### src/design/cache_core_pkg.sv
package cache_core_pkg;

    // Core lanes and banks
    localparam int NUM_REQS  = 4;
    localparam int NUM_BANKS = 4;

    // Word geometry
    localparam int WORD_SIZE      = 4;
    localparam int WORD_WIDTH     = WORD_SIZE * 8;
    localparam int WORDS_PER_LINE = 4;

    // Address split, word select in the low bits, then bank, then line index
    localparam int WORD_ADDR_WIDTH  = 12;
    localparam int WORD_SELECT_BITS = $clog2(WORDS_PER_LINE);
    localparam int BANK_SELECT_BITS = $clog2(NUM_BANKS);
    localparam int LINE_ADDR_WIDTH  = WORD_ADDR_WIDTH - WORD_SELECT_BITS;

    // Lines per bank follow from the line index width
    localparam int BANK_LINES = 2 ** (LINE_ADDR_WIDTH - BANK_SELECT_BITS);

    localparam int CORE_TAG_WIDTH = 3;
    localparam int REQS_BITS      = $clog2(NUM_REQS);

    localparam int PERF_CTR_WIDTH = 44;

    typedef logic [WORD_WIDTH-1:0]       word_t;
    typedef logic [WORD_ADDR_WIDTH-1:0]  word_addr_t;
    typedef logic [LINE_ADDR_WIDTH-1:0]  line_addr_t;
    typedef logic [WORD_SELECT_BITS-1:0] wsel_t;
    typedef logic [WORD_SIZE-1:0]        byteen_t;
    typedef logic [CORE_TAG_WIDTH-1:0]   tag_t;
    typedef logic [REQS_BITS-1:0]        tid_t;
    typedef logic [BANK_SELECT_BITS-1:0] bank_id_t;
    typedef logic [PERF_CTR_WIDTH-1:0]   perf_ctr_t;

endpackage

### src/design/core_rsp_merge.sv
`timescale 1ns/100ps

module core_rsp_merge
    import cache_core_pkg::*;
(
    input  logic [NUM_BANKS-1:0]  per_bank_rsp_valid,
    input  word_t [NUM_BANKS-1:0] per_bank_rsp_data,
    input  tag_t [NUM_BANKS-1:0]  per_bank_rsp_tag,
    input  tid_t [NUM_BANKS-1:0]  per_bank_rsp_tid,
    output logic [NUM_BANKS-1:0]  per_bank_rsp_ready,

    output logic [NUM_REQS-1:0]   core_rsp_valid,
    output word_t [NUM_REQS-1:0]  core_rsp_data,
    output tag_t [NUM_REQS-1:0]   core_rsp_tag,
    input  logic [NUM_REQS-1:0]   core_rsp_ready
);

    // One-hot bank grant per lane
    logic [NUM_REQS-1:0][NUM_BANKS-1:0] lane_grant;
    logic [NUM_BANKS-1:0][NUM_REQS-1:0] bank_lanes;

    // Scan banks downward so the lowest matching bank wins
    always_comb begin
        lane_grant = '0;
        for (int i = 0; i < NUM_REQS; i++) begin
            for (int j = NUM_BANKS - 1; j >= 0; j--) begin
                if (per_bank_rsp_valid[j] && (per_bank_rsp_tid[j] == tid_t'(i))) begin
                    lane_grant[i]    = '0;
                    lane_grant[i][j] = 1'b1;
                end
            end
        end
    end

    always_comb begin
        core_rsp_valid     = '0;
        core_rsp_data      = '0;
        core_rsp_tag       = '0;
        per_bank_rsp_ready = '0;
        for (int i = 0; i < NUM_REQS; i++) begin
            for (int j = 0; j < NUM_BANKS; j++) begin
                if (lane_grant[i][j]) begin
                    core_rsp_valid[i]     = 1'b1;
                    core_rsp_data[i]      = per_bank_rsp_data[j];
                    core_rsp_tag[i]       = per_bank_rsp_tag[j];
                    per_bank_rsp_ready[j] = core_rsp_ready[i];
                end
            end
        end
    end

    // No clock here, so the grant check is done on settled combinational values
    always_comb begin
        bank_lanes = '0;
        for (int j = 0; j < NUM_BANKS; j++) begin
            for (int i = 0; i < NUM_REQS; i++) begin
                bank_lanes[j][i] = lane_grant[i][j];
            end
            a_bank_one_lane: assert final ($onehot0(bank_lanes[j]))
                else $error("bank %0d granted to lanes %b", j, bank_lanes[j]);
        end
    end

endmodule

### config.mk
export PLATFORM = sky130hd
export DESIGN_NAME = core_rsp_merge
export DESIGN_NICKNAME = d
export VERILOG_FILES = /design/src/design/cache_core_pkg.sv /design/src/design/core_rsp_merge.sv
export SDC_FILE = /design/constraint.sdc
export NUM_CORES = 1
export LEC_CHECK = 0
export BUFFER_PORTS_ARGS = -buffer_cell sky130_fd_sc_hd__clkbuf_2
export CAP_MARGIN = 20
export CORE_MARGIN = 5
export CORE_UTILIZATION = 25
export DETAILED_ROUTE_END_ITERATION = 8
export SLEW_MARGIN = 0
export SYNTH_ARGS = -nofsm -noshare
export SYNTH_HDL_FRONTEND = slang
export SYNTH_SLANG_ARGS = --single-unit
### constraint.sdc
create_clock -name vclk -period 2.2
set_input_delay 0.44 -clock vclk [all_inputs]
set_output_delay 0.44 -clock vclk [all_outputs]
set_load 0.01 [all_outputs]
# Yosys cells after proc, flatten, opt, wreduce, memory -nomap -nowiden
# Cells that the tools add are included.
[classes] n_eq_ne=12 mux=80 reduce_logical=20
[op_table] operator="$mux W32" n=16
[op_table] operator="$mux W4" n=16
[op_table] operator="$mux W3" n=16
[op_table] operator="$mux W1" n=32
[op_table] operator="$eq A2 B2 Y1 const B" n=8
[op_table] operator="$logic_and A1 B1 Y1" n=16
[op_table] operator="$eq A2 B1 Y1 const B" n=4
[op_table] operator="$logic_not A2 Y1" n=4
[word_totals] ff_bits=0 input_bits=156 out_inout_bits=148 word_cells=112

# Longest topological paths before layout
[logic_depth] word_depth=10 ltp_mapped=7

# Least setup slack after synthesis
# OpenSTA, ideal clock, no wires.
[synth_path] path_kind="input port to output port" from="input per_bank_rsp_valid[0]" to="output per_bank_rsp_ready[3]" arrival_time_ns=1.651 setup_slack_ns=0.109 cell_stages=6 cell_sequence="buf_2 -> nor3b_2 -> buf_2 -> or3_1 -> o221ai_1 -> a22o_1"
[synth_between] elab_chain_cells=6 elab_cells_between_ends=12
[synth_rtl] item="from (decl)" line="core_rsp_merge.sv:6" source="input logic [NUM_BANKS-1:0] per_bank_rsp_valid,"
[synth_rtl] item="$logic_and A1 B1 Y1" line="core_rsp_merge.sv:27" source="if (per_bank_rsp_valid[j] && (per_bank_rsp_tid[j] == tid_t'(i))) begin"
[synth_rtl] item="$mux W4" line="core_rsp_merge.sv:27"
[synth_rtl] item="$mux W1 (3 in series)" line="core_rsp_merge.sv:42" source="if (lane_grant[i][j]) begin"
[synth_rtl] item="$mux W1 (*)" line="core_rsp_merge.sv:42"
[synth_rtl] item="to (decl)" line="core_rsp_merge.sv:10" source="output logic [NUM_BANKS-1:0] per_bank_rsp_ready,"
# Mark *: on every way between the ends. The rest lies on a longest branch, timed or not.

==> reports/metrics.csv <==
stage,metric,value,unit
cells_and_area,seqCellArea,0,um^2
route,drt-total-wl,29200,um
cells_and_area,area_growth,108.6,%
timing,finalCriticalPeriod,2.416,ns
setup_path,crit_arrival,1.98,ns
floorplanning,die_w,133.2,um
cells_and_area,final_common_cell,clkbuf_2,
route,drcViolationCount,0,
placed_design,dpl_worst_slack,-0.1279,ns
timing,relSlewSlack,0.7274,
setup_path,cpMostUsedCell,buf_8,
yosys,yosysUniqueCellTypes,42,
placed_design,gp_congestion,0.9394,
cells_and_area,clock_buffer_count,0,
timing,setup_viol,101,
cells_and_area,drive_above_1_share,0.6265,
placed_design,port_buffers,304,
setup_path,cp_cell_sequence,buf_8 > and3b_2 > nor4_4 > buf_6 > buf_8 > buf_12 > a22oi_2 > o21ai_1 > buf_2,
grt,grt.total_usage,0.2667,
power_and_ir_drop,p_seq_frac,0,
yosys,synth.cell_area,3795,um^2
cells_and_area,diodes,0,
setup_path,worstSetupPathType,primary input to output pin,
power_and_ir_drop,ir_drop,0.1345,mV
timing,fmax,0.4140,GHz
cells_and_area,final_nets,1170,
placed_design,placed_cells,1154,
yosys,syn_avg_cell_area,5.707,um^2
setup_path,endpoint_kind,output pin,
route,via_count,7691,
floorplanning,die_area,17740,um^2
yosys,syn_inst,665,
setup_path,crit_fanout,8,
route,drt_iter0_markers,940,
power_and_ir_drop,power_density,223.8,nW/um^2
power_and_ir_drop,p_sw,0.001000,W
floorplanning,fp-row-count,45,
grt,grt_pass1_vias,6925,
grt,grt_pass1_wl,39130,um
setup_path,startpoint_type,primary input,
route,vias_per_cell,6.409,
setup_path,slowest_delay,0.32,ns
run_status,violations,setup timing,
power_and_ir_drop,power.internal,0.0007713,W
timing,tightestPinTransition,0.4089,ns
floorplanning,die_height,133.2,um
power_and_ir_drop,power.clock.fraction,0,
hold_path,min_path_cells,3,
power_and_ir_drop,p_leak,3.543,nW
route,ant_nets,0,
cells_and_area,layout_common_cells,"clkbuf_2 (182), buf_2 (111), a221oi_1 (85)",
grt,grt_overflow,0,
floorplanning,start_util,0.2524,
timing,finalMaxSlewViolations,0,
cells_and_area,final_util,0.5266,
floorplanning,io-pin-count,304,
timing,rsz0062_at_grt,yes,
hold_path,hp-class,primary input to output pin,
cells_and_area,fill_cells,1439,
grt,antenna_found_initial,0,
cells_and_area,seq_cells,0,
flow_run,cap_violations,0,
yosys,synth_warnings,0,
placed_design,place_hpwl,18510,um
power_and_ir_drop,swShare,0.5646,
yosys,synth_seq_area_share,0,
grt,grt_max_degree,37,
power_and_ir_drop,p_comb_frac,1.000,
timing,finalHoldViolCount,0,
yosys,syn-num-nets,821,
run_status,status,finished with violations,
route,wl_per_cell,24.33,um
clock_network,hold_buffers,0,
floorplanning,coreArea,15030,um^2
setup_path,cp.required,1.76,ns
cells_and_area,fin_cells,1200,
timing,fin_ws,-0.2156,ns
route,dr.pass1.iters,6,
timing,finalCritPeriodShare,1.098,
setup_path,crit_slowest_cell,nor4_4,
-- synthesized netlist by cell type (all sizes together) (2+ instances only) --
| cell | number | area [um^2] |
|---|---|---|
| a221oi | 112 | 980.9 |
| a22oi | 60 | 450.4 |
| a31oi | 2 | 12.51 |
| and2 | 2 | 12.51 |
| and3 | 2 | 12.51 |
| and3b | 6 | 57.55 |
| buf | 46 | 251.5 |
| clkbuf | 31 | 116.4 |
| nand2 | 112 | 420.4 |
| nand2b | 2 | 12.51 |
| nand3 | 5 | 25.02 |
| nand3b | 5 | 37.54 |
| nor2 | 113 | 426.7 |
| nor2b | 2 | 12.51 |
| nor3 | 3 | 15.01 |
| nor3b | 4 | 51.30 |
| nor4 | 3 | 48.80 |
| o21ai | 140 | 700.7 |
| or3 | 2 | 12.51 |
-- routing by layer --
| layer | global-route usage | vias to the layer above | routed length, um | share of wire |
|---|---|---|---|---|
| met2 | 0.4563 | 656 | 13460 | 0.46 |
| met4 | 0.07600 | 0 | 1275 | 0.044 |
| met5 | 0 | - | 0 | 0 |
| met3 | 0.04230 | 128 | 3329 | 0.11 |
| li1 | - | 3289 | - | - |
| met1 | 0.3466 | 3618 | 11130 | 0.38 |
-- final timing paths --
check	slack (ns)	to	start
max	-0.22	core_rsp_tag[7]	per_bank_rsp_valid[0]
min	1.24	per_bank_rsp_ready[0]	per_bank_rsp_valid[0]
-- critical path: cells and delay by family --
| kind | cells | cell delay, ns |
|---|---|---|
| compound gates | 2 | 0.19 |
| buf+inv | 5 | 0.76 |
| simple gates | 2 | 0.56 |
-- power by group through the flow --
stage                     logic [W]  clock network, W  registers (W)
after floorplan            0.000631                 0              0
after CTS                   0.00152                 0              0
after global placement      0.00138                 0              0
after detailed placement    0.00139                 0              0
final                       0.00177                 0              0
after global routing        0.00186                 0              0
-- metrics by stage --
step	hold slack, ns	instance area [um^2]	power (W)	TNS [ns]
6_report	1.235	7916	0.001772	-7.673
5_1_grt	1.258	7916	0.001864	-13.71
4_1_cts	1.223	6733	0.001519	-3.222
3_5_place_dp	1.215	6008	0.001386	-5.239
3_3_place_gp	1.213	6008	0.001381	-2.834
2_1_floorplan	1.003	3795	0.0006312	0
-- timing repair --
action	4_1_cts	5_1_grt
resized for setup	102	355
cloned	8	14
buffers inserted	19	13
setup endpoints to repair	92	134
pin swaps	31	57
-- cells by family after synthesis --
group | Yosys count | share of synthesized area
AO/OA/AOI/OAI | 318 | 0.5737
buffers and inverters | 77 | 0.09693
multiplexers | 1 | 0.005934
AND/OR/NAND/NOR | 269 | 0.3234
-- cell type report --
type,count,area [um^2],share of cell area
multi-input cells,588,4461,0.5635
well taps,188,235.2,0.02971
repair buffers,424,3221,0.4068
Power figures use the tool's default switching activity.
