File: config.mk
export PLATFORM = sky130hd
export DESIGN_NAME = core_req_bank_sel
export DESIGN_NICKNAME = d
export VERILOG_FILES = /design/src/design/cache_core_pkg.sv /design/src/design/core_req_bank_sel.sv
export SDC_FILE = /design/constraint.sdc
export NUM_CORES = 1
export LEC_CHECK = 0
export BUFFER_PORTS_ARGS = -buffer_cell sky130_fd_sc_hd__buf_4
export CELL_PAD_IN_SITES_DETAIL_PLACEMENT = 0
export CELL_PAD_IN_SITES_GLOBAL_PLACEMENT = 1
export CORE_AREA = 2 2 188 190
export CTS_CLUSTER_DIAMETER = 150
export DETAILED_ROUTE_END_ITERATION = 6
export DIE_AREA = 0 0 190 192
export GPL_ROUTABILITY_DRIVEN = 0
export GPL_TIMING_DRIVEN = 0
export PLACE_DENSITY_LB_ADDON = 0.2
export SLEW_MARGIN = 40
export SYNTH_ARGS = -nofsm -noshare
export SYNTH_HDL_FRONTEND = slang
export SYNTH_SLANG_ARGS = --single-unit
File: constraint.sdc
create_clock -name clk -period 14.5 [get_ports clk]
set_input_delay 2.9 -clock clk [delete_from_list [all_inputs] [get_ports clk]]
set_output_delay 2.9 -clock clk [all_outputs]
set_load 0.01 [all_outputs]
File: src/design/cache_core_pkg.sv
package cache_core_pkg;

    // Core lanes and banks
    localparam int NUM_REQS  = 4;
    localparam int NUM_BANKS = 4;

    // Word geometry
    localparam int WORD_SIZE      = 4;
    localparam int WORD_WIDTH     = WORD_SIZE * 8;
    localparam int WORDS_PER_LINE = 4;

    // Address split, word select in the low bits, then bank, then line index
    localparam int WORD_ADDR_WIDTH  = 12;
    localparam int WORD_SELECT_BITS = $clog2(WORDS_PER_LINE);
    localparam int BANK_SELECT_BITS = $clog2(NUM_BANKS);
    localparam int LINE_ADDR_WIDTH  = WORD_ADDR_WIDTH - WORD_SELECT_BITS;

    // Lines per bank follow from the line index width
    localparam int BANK_LINES = 2 ** (LINE_ADDR_WIDTH - BANK_SELECT_BITS);

    localparam int CORE_TAG_WIDTH = 3;
    localparam int REQS_BITS      = $clog2(NUM_REQS);

    localparam int PERF_CTR_WIDTH = 44;

    typedef logic [WORD_WIDTH-1:0]       word_t;
    typedef logic [WORD_ADDR_WIDTH-1:0]  word_addr_t;
    typedef logic [LINE_ADDR_WIDTH-1:0]  line_addr_t;
    typedef logic [WORD_SELECT_BITS-1:0] wsel_t;
    typedef logic [WORD_SIZE-1:0]        byteen_t;
    typedef logic [CORE_TAG_WIDTH-1:0]   tag_t;
    typedef logic [REQS_BITS-1:0]        tid_t;
    typedef logic [BANK_SELECT_BITS-1:0] bank_id_t;
    typedef logic [PERF_CTR_WIDTH-1:0]   perf_ctr_t;

endpackage

File: src/design/core_req_bank_sel.sv
`timescale 1ns/100ps

module core_req_bank_sel
    import cache_core_pkg::*;
(
    input  logic                              clk,
    input  logic                              reset,

    input  logic [NUM_REQS-1:0]               core_req_valid,
    input  logic [NUM_REQS-1:0]               core_req_rw,
    input  word_addr_t [NUM_REQS-1:0]         core_req_addr,
    input  byteen_t [NUM_REQS-1:0]            core_req_byteen,
    input  word_t [NUM_REQS-1:0]              core_req_data,
    input  tag_t [NUM_REQS-1:0]               core_req_tag,
    output logic [NUM_REQS-1:0]               core_req_ready,

    output logic [NUM_BANKS-1:0]              per_bank_req_valid,
    output logic [NUM_BANKS-1:0]              per_bank_req_rw,
    output line_addr_t [NUM_BANKS-1:0]        per_bank_req_addr,
    output wsel_t [NUM_BANKS-1:0]             per_bank_req_wsel,
    output byteen_t [NUM_BANKS-1:0]           per_bank_req_byteen,
    output word_t [NUM_BANKS-1:0]             per_bank_req_data,
    output tag_t [NUM_BANKS-1:0]              per_bank_req_tag,
    output tid_t [NUM_BANKS-1:0]              per_bank_req_tid,
    input  logic [NUM_BANKS-1:0]              per_bank_req_ready,

    output perf_ctr_t                         req_stall_count
);

    line_addr_t [NUM_REQS-1:0] core_req_line_addr;
    wsel_t [NUM_REQS-1:0]      core_req_wsel;
    bank_id_t [NUM_REQS-1:0]   core_req_bid;

    // Ready lanes seen per bank, only read by the checks below
    logic [NUM_BANKS-1:0][NUM_REQS-1:0] bank_ready_lanes;

    // Address decode per lane
    for (genvar i = 0; i < NUM_REQS; i++) begin : g_decode
        assign core_req_line_addr[i] = core_req_addr[i][WORD_ADDR_WIDTH-1:WORD_SELECT_BITS];
        assign core_req_wsel[i]      = core_req_addr[i][WORD_SELECT_BITS-1:0];
        assign core_req_bid[i]       = core_req_addr[i][WORD_SELECT_BITS +: BANK_SELECT_BITS];
    end

    // Walk lanes from the top so the lowest valid lane of each bank is the last writer
    always_comb begin
        per_bank_req_valid  = '0;
        per_bank_req_rw     = '0;
        per_bank_req_addr   = '0;
        per_bank_req_wsel   = '0;
        per_bank_req_byteen = '0;
        per_bank_req_data   = '0;
        per_bank_req_tag    = '0;
        per_bank_req_tid    = '0;
        for (int i = NUM_REQS - 1; i >= 0; i--) begin
            if (core_req_valid[i]) begin
                per_bank_req_valid[core_req_bid[i]]  = 1'b1;
                per_bank_req_rw[core_req_bid[i]]     = core_req_rw[i];
                per_bank_req_addr[core_req_bid[i]]   = core_req_line_addr[i];
                per_bank_req_wsel[core_req_bid[i]]   = core_req_wsel[i];
                per_bank_req_byteen[core_req_bid[i]] = core_req_byteen[i];
                per_bank_req_data[core_req_bid[i]]   = core_req_data[i];
                per_bank_req_tag[core_req_bid[i]]    = core_req_tag[i];
                per_bank_req_tid[core_req_bid[i]]    = tid_t'(i);
            end
        end
    end

    // A lane is ready only if it owns its bank this cycle
    always_comb begin
        core_req_ready = '0;
        for (int i = 0; i < NUM_REQS; i++) begin
            core_req_ready[i] = core_req_valid[i]
                             && (per_bank_req_tid[core_req_bid[i]] == tid_t'(i))
                             && per_bank_req_ready[core_req_bid[i]];
        end
    end

    always_comb begin
        bank_ready_lanes = '0;
        for (int b = 0; b < NUM_BANKS; b++) begin
            for (int i = 0; i < NUM_REQS; i++) begin
                bank_ready_lanes[b][i] = core_req_ready[i] && (core_req_bid[i] == bank_id_t'(b));
            end
        end
    end

    // Lane-cycles lost to bank conflicts or a full bank
    always_ff @(posedge clk) begin
        if (reset) begin
            req_stall_count <= '0;
        end else begin
            req_stall_count <= req_stall_count
                             + perf_ctr_t'($countones(core_req_valid & ~core_req_ready));
        end
    end

    for (genvar b = 0; b < NUM_BANKS; b++) begin : g_check
        // Bank ready must reach one lane at most
        a_one_lane_per_bank: assert property (
            @(posedge clk) disable iff (reset)
            $onehot0(bank_ready_lanes[b])
        ) else $error("bank %0d ready given to lanes %b", b, bank_ready_lanes[b]);
    end

endmodule

* After elaboration in Yosys (flattened, before gate mapping)
Index checks and enable logic that the tools add are counted.
** Storage, ports and cells
- Register bits :: 44
- Bits of input ports :: 218
- Output and inout port bits :: 268
- Word-level logic and storage cells :: 162
** Cells by class
- $add $sub $neg :: 4
- Order comparisons :: 8
- Eq/ne operators :: 3
- Mux-type cells :: 114
- Bitwise operators :: 19
- Reductions and logical operators :: 13
** Operator list (number)
- 128-bit two-way mux :: 4
- 128-bit bitwise mux :: 3
- 32-bit demux with 2-bit select :: 4
- 40-bit two-way mux :: 4
- 128-bit AND :: 1
- 32-bit two-way mux :: 4
- 40-bit bitwise mux :: 3
- 10-bit demux with 2-bit select :: 4
- 16-bit two-way mux :: 4
- 8-bit two-way mux :: 8
- 16-bit bitwise mux :: 3
- 12-bit two-way mux :: 4
- 4-bit two-way mux :: 12
- 44-bit by 3-bit adder with 44-bit output :: 1
- 40-bit AND :: 1
- 10-bit two-way mux :: 4
- 12-bit bitwise mux :: 3
- 4-bit demux with 2-bit select :: 4
- 8-bit bitwise mux :: 3
- 3-bit demux with 2-bit select :: 4
- 4-bit bitwise OR :: 5
- 16-bit AND :: 1
- 4-bit AND :: 4
- 8-bit AND :: 2
- 19 further kinds :: 71

* Longest topological paths before layout
Gate-level depths: netlist (run 1).
- Word-level depth :: 21
- Gate-level depth with buffers :: 18
- Gate-level depth less buffers :: 14

* Worst setup path before layout (run 1)
Ideal clock, no wire load.
- Path type :: input -> output
- Start :: input core_req_addr[2] (netlist name)
- End :: output per_bank_req_data[25] (netlist name)
- Data arrival time :: 4.392 ns
- Data required time :: 11.600 ns
- Path slack :: 7.208 ns
- Stages on the path :: 8
- Buffers on the path :: 4
- Cell sequence :: buf_2 -> or3b_2 -> buf_2 -> nand2_1 -> buf_2 -> buf_2 -> o22ai_1 -> nor2_1
** RTL lines
- start: declaration :: RTL line core_req_bank_sel.sv:11 : input word_addr_t [NUM_REQS-1:0] core_req_addr,
- end: declaration :: RTL line core_req_bank_sel.sv:22 : output word_t [NUM_BANKS-1:0] per_bank_req_data,

==> reports/qor.yml, run 1 <==
outcome:
  status: "finished clean"
route:
  ant_nets: 0
  vias_per_cell: 6.030
  drc_errors: 0
  first_pass_iters: 6
  wl_per_cell_um: 27.15
  vias: 12006
  routed_wl_um: 54060
  initialDrtViolationCount: 1253
finish:
  fin_nets: 1759
  multi_input_area_um2: 5961
  largest_registers: "req_stall_count x44"
  regArea_um2: 880.8
  final_util_pct: 34.30
  areaGrowthSynthToFinish_pct: 58.14
  nFillCells: 3815
  regMostFlops: "req_stall_count"
  drive_gt1_share_pct: 38.01
  largest_register_ffs: 44
logic_synthesis:
  synthTopCellsByArea: "a221oi_1 (18%), o22ai_1 (13%), dfxtp_1 (12%), nor2_1 (9.8%), o221a_2 (7.4%)"
  synth_cell_types: 58
  synthFlopType: "dfxtp_1"
  synthesis.instances: 1050
  yosysWarnings: 0
  synth_area_um2: 7437
  synth_edf_count: 0
  yosysTopAreaCell: "a221oi_1"
  avgSynthCellArea_um2: 7.083
  synthArstFlopShare_pct: 0
  ys_seq_area_share_pct: 11.84
  ys_seq_elements: 44
  synth_top_area_share_pct: 17.78
critical_path:
  required_ps: 11600
  path_cells: "clkbuf_1, nand3b_1, nand2_1, clkbuf_1, buf_1, o221a_2, buf_4"
  critPathTopFamily: "buffers and inverters"
  criticalPathCategory: "input pin to output port"
  timing.critical_path.mode_cell: "clkbuf_1"
  slowest_delay_ps: 640
  end_kind: "output port"
  crit_buf_inv: 4
  r2r_cells: 9
  critPathSlowestCell: "clkbuf_1"
  start_kind: "input pin"
  cp.arrival_ps: 5610
  crit_cells: 7
  path_max_fanout: 10
timing:
  post-route-period-util_pct: 58.72
  setup_ws_ps: 5985
  maxSlewViolCount: 0
  slew_headroom_pct: 40.58
  period_minus_slack_ps: 8515
  setup_viol: 0
  hold_viol: 0
  finalSetupTns_ps: 0
  worst_pin_slew_ps: 891.3
  max_freq_mhz: 117.4
  fin_skew_ps: 5.344
  rsz0062_at_grt: "no"
power:
  p_seq_share_pct: 18.5
  clockPowerShare_pct: 18.8
  p_comb_share_pct: 62.7
  sw_frac_of_total_pct: 41.74
  cellLeakagePower_nw: 4.880
  switchingPower_mw: 0.2889
  p_int_mw: 0.4033
  power_density_nw_per_um2: 58.86
  vdd_drop_max_mv: 0.04253
placed_design:
  dp_hpwl_um: 41500
  port_buffers: 473
  preCtsSetupSlack_ps: 6095
clock_tree:
  clock_path_buffers: 2
  cts_root_buf: "clkbuf_16"
  cts_made_buffers: 5
  post_cts_resized: 0
  cts_hold_buf: 0
  cts_setup_buffers: 0
  clock-sinks: 44
  htree_levels: 2
  clk_pin_slew_ps: 60
  tritoncts: "done"
  clkLatencyLatePin_ps: 290
floorplanning:
  row_count: 68
  core_area_um2: 34290
  ios: 486
  die_w_um: 190
  dieArea_um2: 36480
  start_util_pct: 21.69
  fp.dieH_um: 192
global_route:
  grt_pass1_wl_um: 75660
  antenna_found_initial: 6
  grt_max_degree: 14
  grt_overflow: 0
  grt_pass1_vias: 11509
  grt_use_total_pct: 27.28
hold_path:
  hold_path_class: "flip-flop to flip-flop"
  whs_path_depth: 2
run:
  drv_cap: 0
[cell usage in the layout, fill, tap and decap left out, types with 15 or more instances in the layout]
master    instances
nor2_1          194
buf_2            21
buf_4           477
nor2b_1          25
o22ai_1         149
a21oi_1          17
a221o_1          49
o221a_2          49
clkbuf_1        105
inv_1            15
a221oi_1        151
dfxtp_1          44
nand3_1          22
nand2_1          31
[cell type report]
class	count	area share, %
Antenna cell	2	0.04255
Buffer	137	4.883
Clock buffer	6	1.096
Clock inverter	2	0.2979
Inverter	15	0.4787
Multi-Input combinational cell	857	50.68
Sequential cell	44	7.489
Tap cell	455	4.840
Timing Repair Buffer	473	30.19
[stage by stage]
step / area [µm²] / power [mW] / cells / hold WS (ps)
finish: 11760 / 0.6922 / 1991 / 493.0
global route: 11760 / 0.7268 / 1991 / 534.0
CTS: 11760 / 0.6904 / 1989 / 498.8
detailed placement: 11590 / 0.5598 / 1981 / 490.2
global placement: 11570 / 0.5587 / 1981 / 483.3
floorplan: 7448 / 0.3178 / 1053 / 504.0
[power groups by stage]
stage	clock network (mW)	registers, mW	logic [mW]
after floorplan	0	0.132	0.186
after global placement	0	0.131	0.428
after detailed placement	0	0.131	0.429
after CTS	0.132	0.128	0.431
after global routing	0.138	0.128	0.460
final	0.130	0.128	0.434
[worst register-to-register path: cells and delay by family, from the launching register on]
kind | cells | cell delay (ps)
flops | 1 | 330
simple gates | 2 | 410
compound gates | 1 | 310
mux | 1 | 360
buf+inv | 3 | 700
fa+ha+maj | 2 | 570
[per-layer routing]
| layer | track usage, % | routed length (µm) | vias to the layer above |
|---|---|---|---|
| met5 | 0 | 44 | - |
| met4 | 10.26 | 2186 | 8 |
| met3 | 4.860 | 4851 | 124 |
| met2 | 47.49 | 26270 | 768 |
| met1 | 33.44 | 20710 | 5787 |
| li1 | - | - | 5319 |
[logic make-up after synthesis]
family                   count (synthesis)  synth area share (%)
buffers and inverters                  152                 8.479
adder cells (fa/ha/maj)                  8                 1.548
other                                    1               0.05042
XOR/XNOR                                 9                 1.060
multiplexers                            18                 2.877
AND/OR/NAND/NOR                        362                 24.78
AO/OA/AOI/OAI                          456                 49.36
flip-flops                              44                 11.84
[path summary, 6_finish.rpt]
| check | end | start | slack [ps] |
|---|---|---|---|
| worst max-delay path | per_bank_req_data[58] | core_req_addr[3] | 5990 |
| worst min-delay path | req_stall_count[24] | req_stall_count[24] | 490 |
| worst max register to register | req_stall_count[30] | req_stall_count[0] | 11710 |
| worst min register to register | req_stall_count[24] | req_stall_count[24] | 490 |
[cells in the mapped netlist, types with 5 or more instances]
cell / number
a221oi_1: 151
inv_1: 15
a31oi_1: 5
and4_1: 10
nor2_1: 194
clkbuf_1: 104
nand3_1: 22
and2_1: 6
and3b_1: 5
and3_1: 7
buf_2: 21
nand4_1: 13
o21ai_0: 8
ha_1: 6
nand2_1: 31
a221o_1: 49
nor2b_1: 25
xor2_1: 5
o221a_2: 49
or3_1: 6
o22ai_1: 149
a21oi_1: 17
nand3b_1: 5
o31ai_1: 11
nor4_1: 9
mux2_1: 6
or4_1: 8
mux2_2: 11
dfxtp_1: 44
buf_1: 6
Power figures use the tool's default switching activity.
==> run 2, diff against run 1 <==
--- a/config.mk
+++ b/config.mk
@@ -8,10 +8,10 @@
 export BUFFER_PORTS_ARGS = -buffer_cell sky130_fd_sc_hd__buf_4
 export CELL_PAD_IN_SITES_DETAIL_PLACEMENT = 0
 export CELL_PAD_IN_SITES_GLOBAL_PLACEMENT = 1
-export CORE_AREA = 2 2 188 190
+export CORE_AREA = 2 2 189 191
 export CTS_CLUSTER_DIAMETER = 150
 export DETAILED_ROUTE_END_ITERATION = 6
-export DIE_AREA = 0 0 190 192
+export DIE_AREA = 0 0 191 193
 export GPL_ROUTABILITY_DRIVEN = 0
 export GPL_TIMING_DRIVEN = 0
 export PLACE_DENSITY_LB_ADDON = 0.2
==> constraint.sdc (replaced) <==
create_clock -name clk -period 7.98 [get_ports clk]
set_input_delay 1.596 -clock clk [delete_from_list [all_inputs] [get_ports clk]]
set_output_delay 1.596 -clock clk [all_outputs]
set_load 0.01 [all_outputs]
==> run 2 against run 1 <==
First-iteration DRC count shrank 13%. Clock power is 68% higher. Utilization is 0.65 points lower. Critical path type is now input pin to flip-flop. Largest cell class unchanged. Critical endpoint is now req_stall_count[30]. Cell count up 0.35%. Worst hold slack improved by 9.1 ps. Critical path depth up 11.
==> reports/qor.yml, run 2 (synthesis results as in run 1) <==
outcome:
  status: "finished clean"
critical_path:
  cp.arrival_ps: 6780
  start_kind: "input pin"
  required_ps: 8160
  criticalPathCategory: "input pin to flip-flop"
  end_kind: "flip-flop"
  path_max_fanout: 10
power:
  power_density_nw_per_um2: 106.0
  vdd_drop_max_mv: 0.07680
  clockPowerShare_pct: 17.5
  cellLeakagePower_nw: 4.874
  fin_total_pwr_mw: 1.247
  p_int_mw: 0.7106
  p_seq_share_pct: 18.6
  p_comb_share_pct: 63.9
  switchingPower_mw: 0.5368
  sw_frac_of_total_pct: 43.04
floorplanning:
  dieArea_um2: 36860
  row_count: 69
  fp.dieH_um: 193
  ios: 486
  die_w_um: 191
  start_util_pct: 21.27
  core_area_um2: 34960
hold_path:
  hold_path_class: "flip-flop to flip-flop"
route:
  ant_nets: 0
  vias: 12096
  initialDrtViolationCount: 1087
  vias_per_cell: 6.054
  first_pass_iters: 5
  routed_wl_um: 54890
  drc_errors: 0
  wl_per_cell_um: 27.47
finish:
  final_cell_mix: "buf_4 (478), nor2_1 (194), a221oi_1 (151)"
  final_util_pct: 33.65
  drive_gt1_share_pct: 38.11
  final_area_um2: 11770
  fin_cells: 1998
  largest_register_ffs: 44
  final_common_cell: "buf_4"
  regMostFlops: "req_stall_count"
  fin_nets: 1760
  areaGrowthSynthToFinish_pct: 58.21
  largest_registers: "req_stall_count x44"
placed_design:
  dp_hpwl_um: 42640
  place_inst: 1987
  port_buffers: 473
  preCtsSetupSlack_ps: 1052
  dpl-instance-area_um2: 11600
clock_tree:
  cts_root_buf: "clkbuf_16"
  post_cts_resized: 0
  htree_levels: 2
  clock_path_buffers: 2
  cts_made_buffers: 5
  cts_hold_buf: 0
  clock-sinks: 44
  tritoncts: "done"
  clk_pin_slew_ps: 60
  clkLatencyLatePin_ps: 290
  cts_setup_buffers: 0
timing:
  setup_viol: 0
  fin_skew_ps: 5.038
  hold_ws_ps: 502.1
  setup_ws_ps: 1384
  maxSlewViolCount: 0
  hold_viol: 0
  rsz0062_at_grt: "no"
  slew_headroom_pct: 41.79
  period_minus_slack_ps: 6596
  worst_pin_slew_ps: 873.2
  max_freq_mhz: 151.6
  finalSetupTns_ps: 0
  post-route-period-util_pct: 82.65
global_route:
  grt_pass1_vias: 11756
  grt_use_total_pct: 27.63
  grt_max_degree: 15
  grt_overflow: 0
  grt_pass1_wl_um: 77890
  antenna_found_initial: 4
run:
  drv_cap: 0
==> run 2: worst paths after layout <==
check	from	to	slack (ps)	cells past startpoint
max reg2reg	req_stall_count[0]	req_stall_count[30]	5170	9
max	core_req_addr[26]	req_stall_count[30]	1380	18
min reg2reg	req_stall_count[24]	req_stall_count[24]	500	2
min	req_stall_count[24]	req_stall_count[24]	500	2
==> run 2: layout make-up <==
type,instances,area [µm²]
clock buffer,6,138.9
antenna,2,5.005
inverter,15,56.30
tap,461,576.8
clock inverter,2,15.01
multi-input combinational,857,5961
buffer,137,574.3
timing repair buffer,474,3558
fill,3859,23200
sequential,44,880.8
==> run 2: routing by layer <==
metal,global-route usage (%),up-vias,routed length [µm]
met1,34.38,5885,21550
met2,47.55,751,26380
met4,8.587,4,1956
li1,-,5328,-
met5,0,-,27
met3,5.937,128,4973
==> run 2: critical path: stages <==
cell	delay, ps
buf_4	140
and3b_1	170
clkbuf_1	290
nor3_2	710
buf_2	390
a31oi_1	150
o21a_1	190
ha_1	290
ha_1	190
inv_1	80
fa_1	430
fa_1	400
nor2b_1	120
clkbuf_1	330
o21ai_1	320
buf_2	320
nor4_2	300
mux2_2	360
==> run 2: power groups by stage <==
stage,Clock (mW),Combinational [mW],Sequential (mW)
after floorplan,0,0.338,0.239
after global placement,0,0.786,0.238
after detailed placement,0,0.787,0.238
after CTS,0.223,0.789,0.233
after global routing,0.233,0.850,0.233
final,0.218,0.797,0.232
==> run 3, diff against run 2 <==
==> constraint.sdc (replaced) <==
create_clock -name clk -period 6.4 [get_ports clk]
set_input_delay 1.28 -clock clk [delete_from_list [all_inputs] [get_ports clk]]
set_output_delay 1.28 -clock clk [all_outputs]
set_load 0.01 [all_outputs]
==> run 3 against run 2 <==
Clock-buffer cell count did not move. First-iteration DRC count fell by 1.4%. Total power rose by 25%. Highest routed layer unchanged. Sequential share of layout area barely moved. Non-clock buffer count did not move. Clock power rose by 25%. Via count barely moved. Design area barely moved. Critical path depth did not move. Largest power group unchanged. Cell count did not move. Flip-flop and latch count did not move.
==> reports/qor.yml, run 3 (synthesis results as in run 1) <==
hold_path:
  whs_path_depth: 2
  hold_path_class: "flip-flop to flip-flop"
  min_from: "req_stall_count[24]"
  min_to: "req_stall_count[24]"
clock_tree:
  clock-sinks: 44
  htree_levels: 2
  cts_root_buf: "clkbuf_16"
  tritoncts: "done"
  clkLatencyLatePin_ps: 290
  cts_made_buffers: 5
  clock_path_buffers: 2
  clk_pin_slew_ps: 60
floorplanning:
  dieArea_um2: 36860
  die_w_um: 191
  row_count: 69
  fp.dieH_um: 193
  ios: 486
  start_util_pct: 21.27
  core_area_um2: 34960
power:
  vdd_drop_max_mv: 0.09576
  cellLeakagePower_nw: 4.873
  power_density_nw_per_um2: 132.1
  fin_total_pwr_mw: 1.555
global_route:
  grt_use_total_pct: 27.63
  grt_pass1_vias: 11756
  grt_pass1_wl_um: 77890
  grt_overflow: 0
  antenna_found_initial: 4
  grt_max_degree: 15
critical_path:
  r2r_start: "req_stall_count[0]"
  path_max_fanout: 10
  end_kind: "flip-flop"
  cp.arrival_ps: 6240
  start_kind: "input pin"
  r2r_end: "req_stall_count[30]"
  regToRegSetupSlack_ps: 3590
  required_ps: 6580
  r2r_cells: 9
  criticalPathCategory: "input pin to flip-flop"
finish:
  drive_gt1_share_pct: 38.11
  fin_nets: 1760
  regMostFlops: "req_stall_count"
  areaGrowthSynthToFinish_pct: 58.29
  largest_register_ffs: 44
  final_common_cell: "buf_4"
  largest_registers: "req_stall_count x44"
  fin_cells: 1998
  final_util_pct: 33.67
  final_cell_mix: "buf_4 (478), nor2_1 (194), a221oi_1 (151)"
run:
  drv_cap: 0
route:
  ant_nets: 0
  wl_per_cell_um: 27.49
  routed_wl_um: 54920
  vias_per_cell: 6.060
  initialDrtViolationCount: 1072
  drc_errors: 0
  first_pass_iters: 5
  vias: 12108
timing:
  setup_viol: 0
  period_minus_slack_ps: 6054
  fin_skew_ps: 5.037
  rsz0062_at_grt: "no"
  slew_headroom_pct: 41.00
  max_freq_mhz: 165.2
  post-route-period-util_pct: 94.60
  maxSlewViolCount: 0
  worst_pin_slew_ps: 885.1
  hold_viol: 0
  setup_ws_ps: 345.8
  hold_ws_ps: 502.0
placed_design:
  place_inst: 1987
  preCtsSetupSlack_ps: -212.0
  dp_hpwl_um: 42640
  port_buffers: 473
outcome:
  status: "finished clean"
[run 3: final cells by class]
cell class                      instances  area [µm²]
Antenna cell                            2       5.005
Buffer                                137       574.3
Clock buffer                            6       138.9
Clock inverter                          2       15.01
Fill cell                            3858       23190
Inverter                               15       56.30
Multi-Input combinational cell        857        5967
Sequential cell                        44       880.8
Tap cell                              461       576.8
Timing Repair Buffer                  474        3558
[run 3: timing repair]
action                                  in CTS  in global routing
buffers inserted                             0                  0
resized for setup                            0                  1
endpoints found under the setup margin       0                  5
hold endpoints to repair                     0                  0
hold buffers                                 0                  0
[run 3: stage by stage]
stage,setup TNS (ps),area [µm²]
2_1_floorplan,0,7448
3_3_place_gp,-574.4,11580
3_5_place_dp,-701.6,11600
4_1_cts,0,11750
5_1_grt,0,11770
6_report,0,11770
[run 3: worst max path at each step]
stage                     cells after the start  slack (ps)              start             endpoint
final                                        18         350  core_req_addr[26]  req_stall_count[30]
after global routing                         18          20  core_req_addr[26]  req_stall_count[30]
after CTS                                    18          60  core_req_addr[26]  req_stall_count[30]
after detailed placement                     18        -210  core_req_addr[26]  req_stall_count[30]
after global placement                       18        -170  core_req_addr[26]  req_stall_count[30]
after floorplan                              17        1220  core_req_addr[26]  req_stall_count[30]
[run 3: where the power goes]
group	switching [mW]	total (mW)	leakage, nW	internal, mW
Sequential	0.00742	0.290	0.355	0.282
Combinational	0.545	0.993	4.45	0.448
Clock	0.116	0.272	0.0691	0.155
[run 3: worst max-delay path, cell delays in order]
cell,delay [ps]
buf_4,140
and3b_1,170
clkbuf_1,300
nor3_4,520
buf_2,350
a31oi_1,140
o21a_1,190
ha_1,290
ha_1,190
inv_1,80
fa_1,430
fa_1,400
nor2b_1,120
clkbuf_1,330
o21ai_1,320
buf_2,320
nor4_2,300
mux2_2,360
[run 3: layer usage]
metal	wire length (µm)	track usage, %	share of wire, %	vias up
met5	27	0	0.049	-
met4	1971	8.587	3.6	4
met1	21430	34.38	39	5893
met3	5042	5.937	9.2	122
li1	-	-	-	5328
met2	26450	47.55	48	761
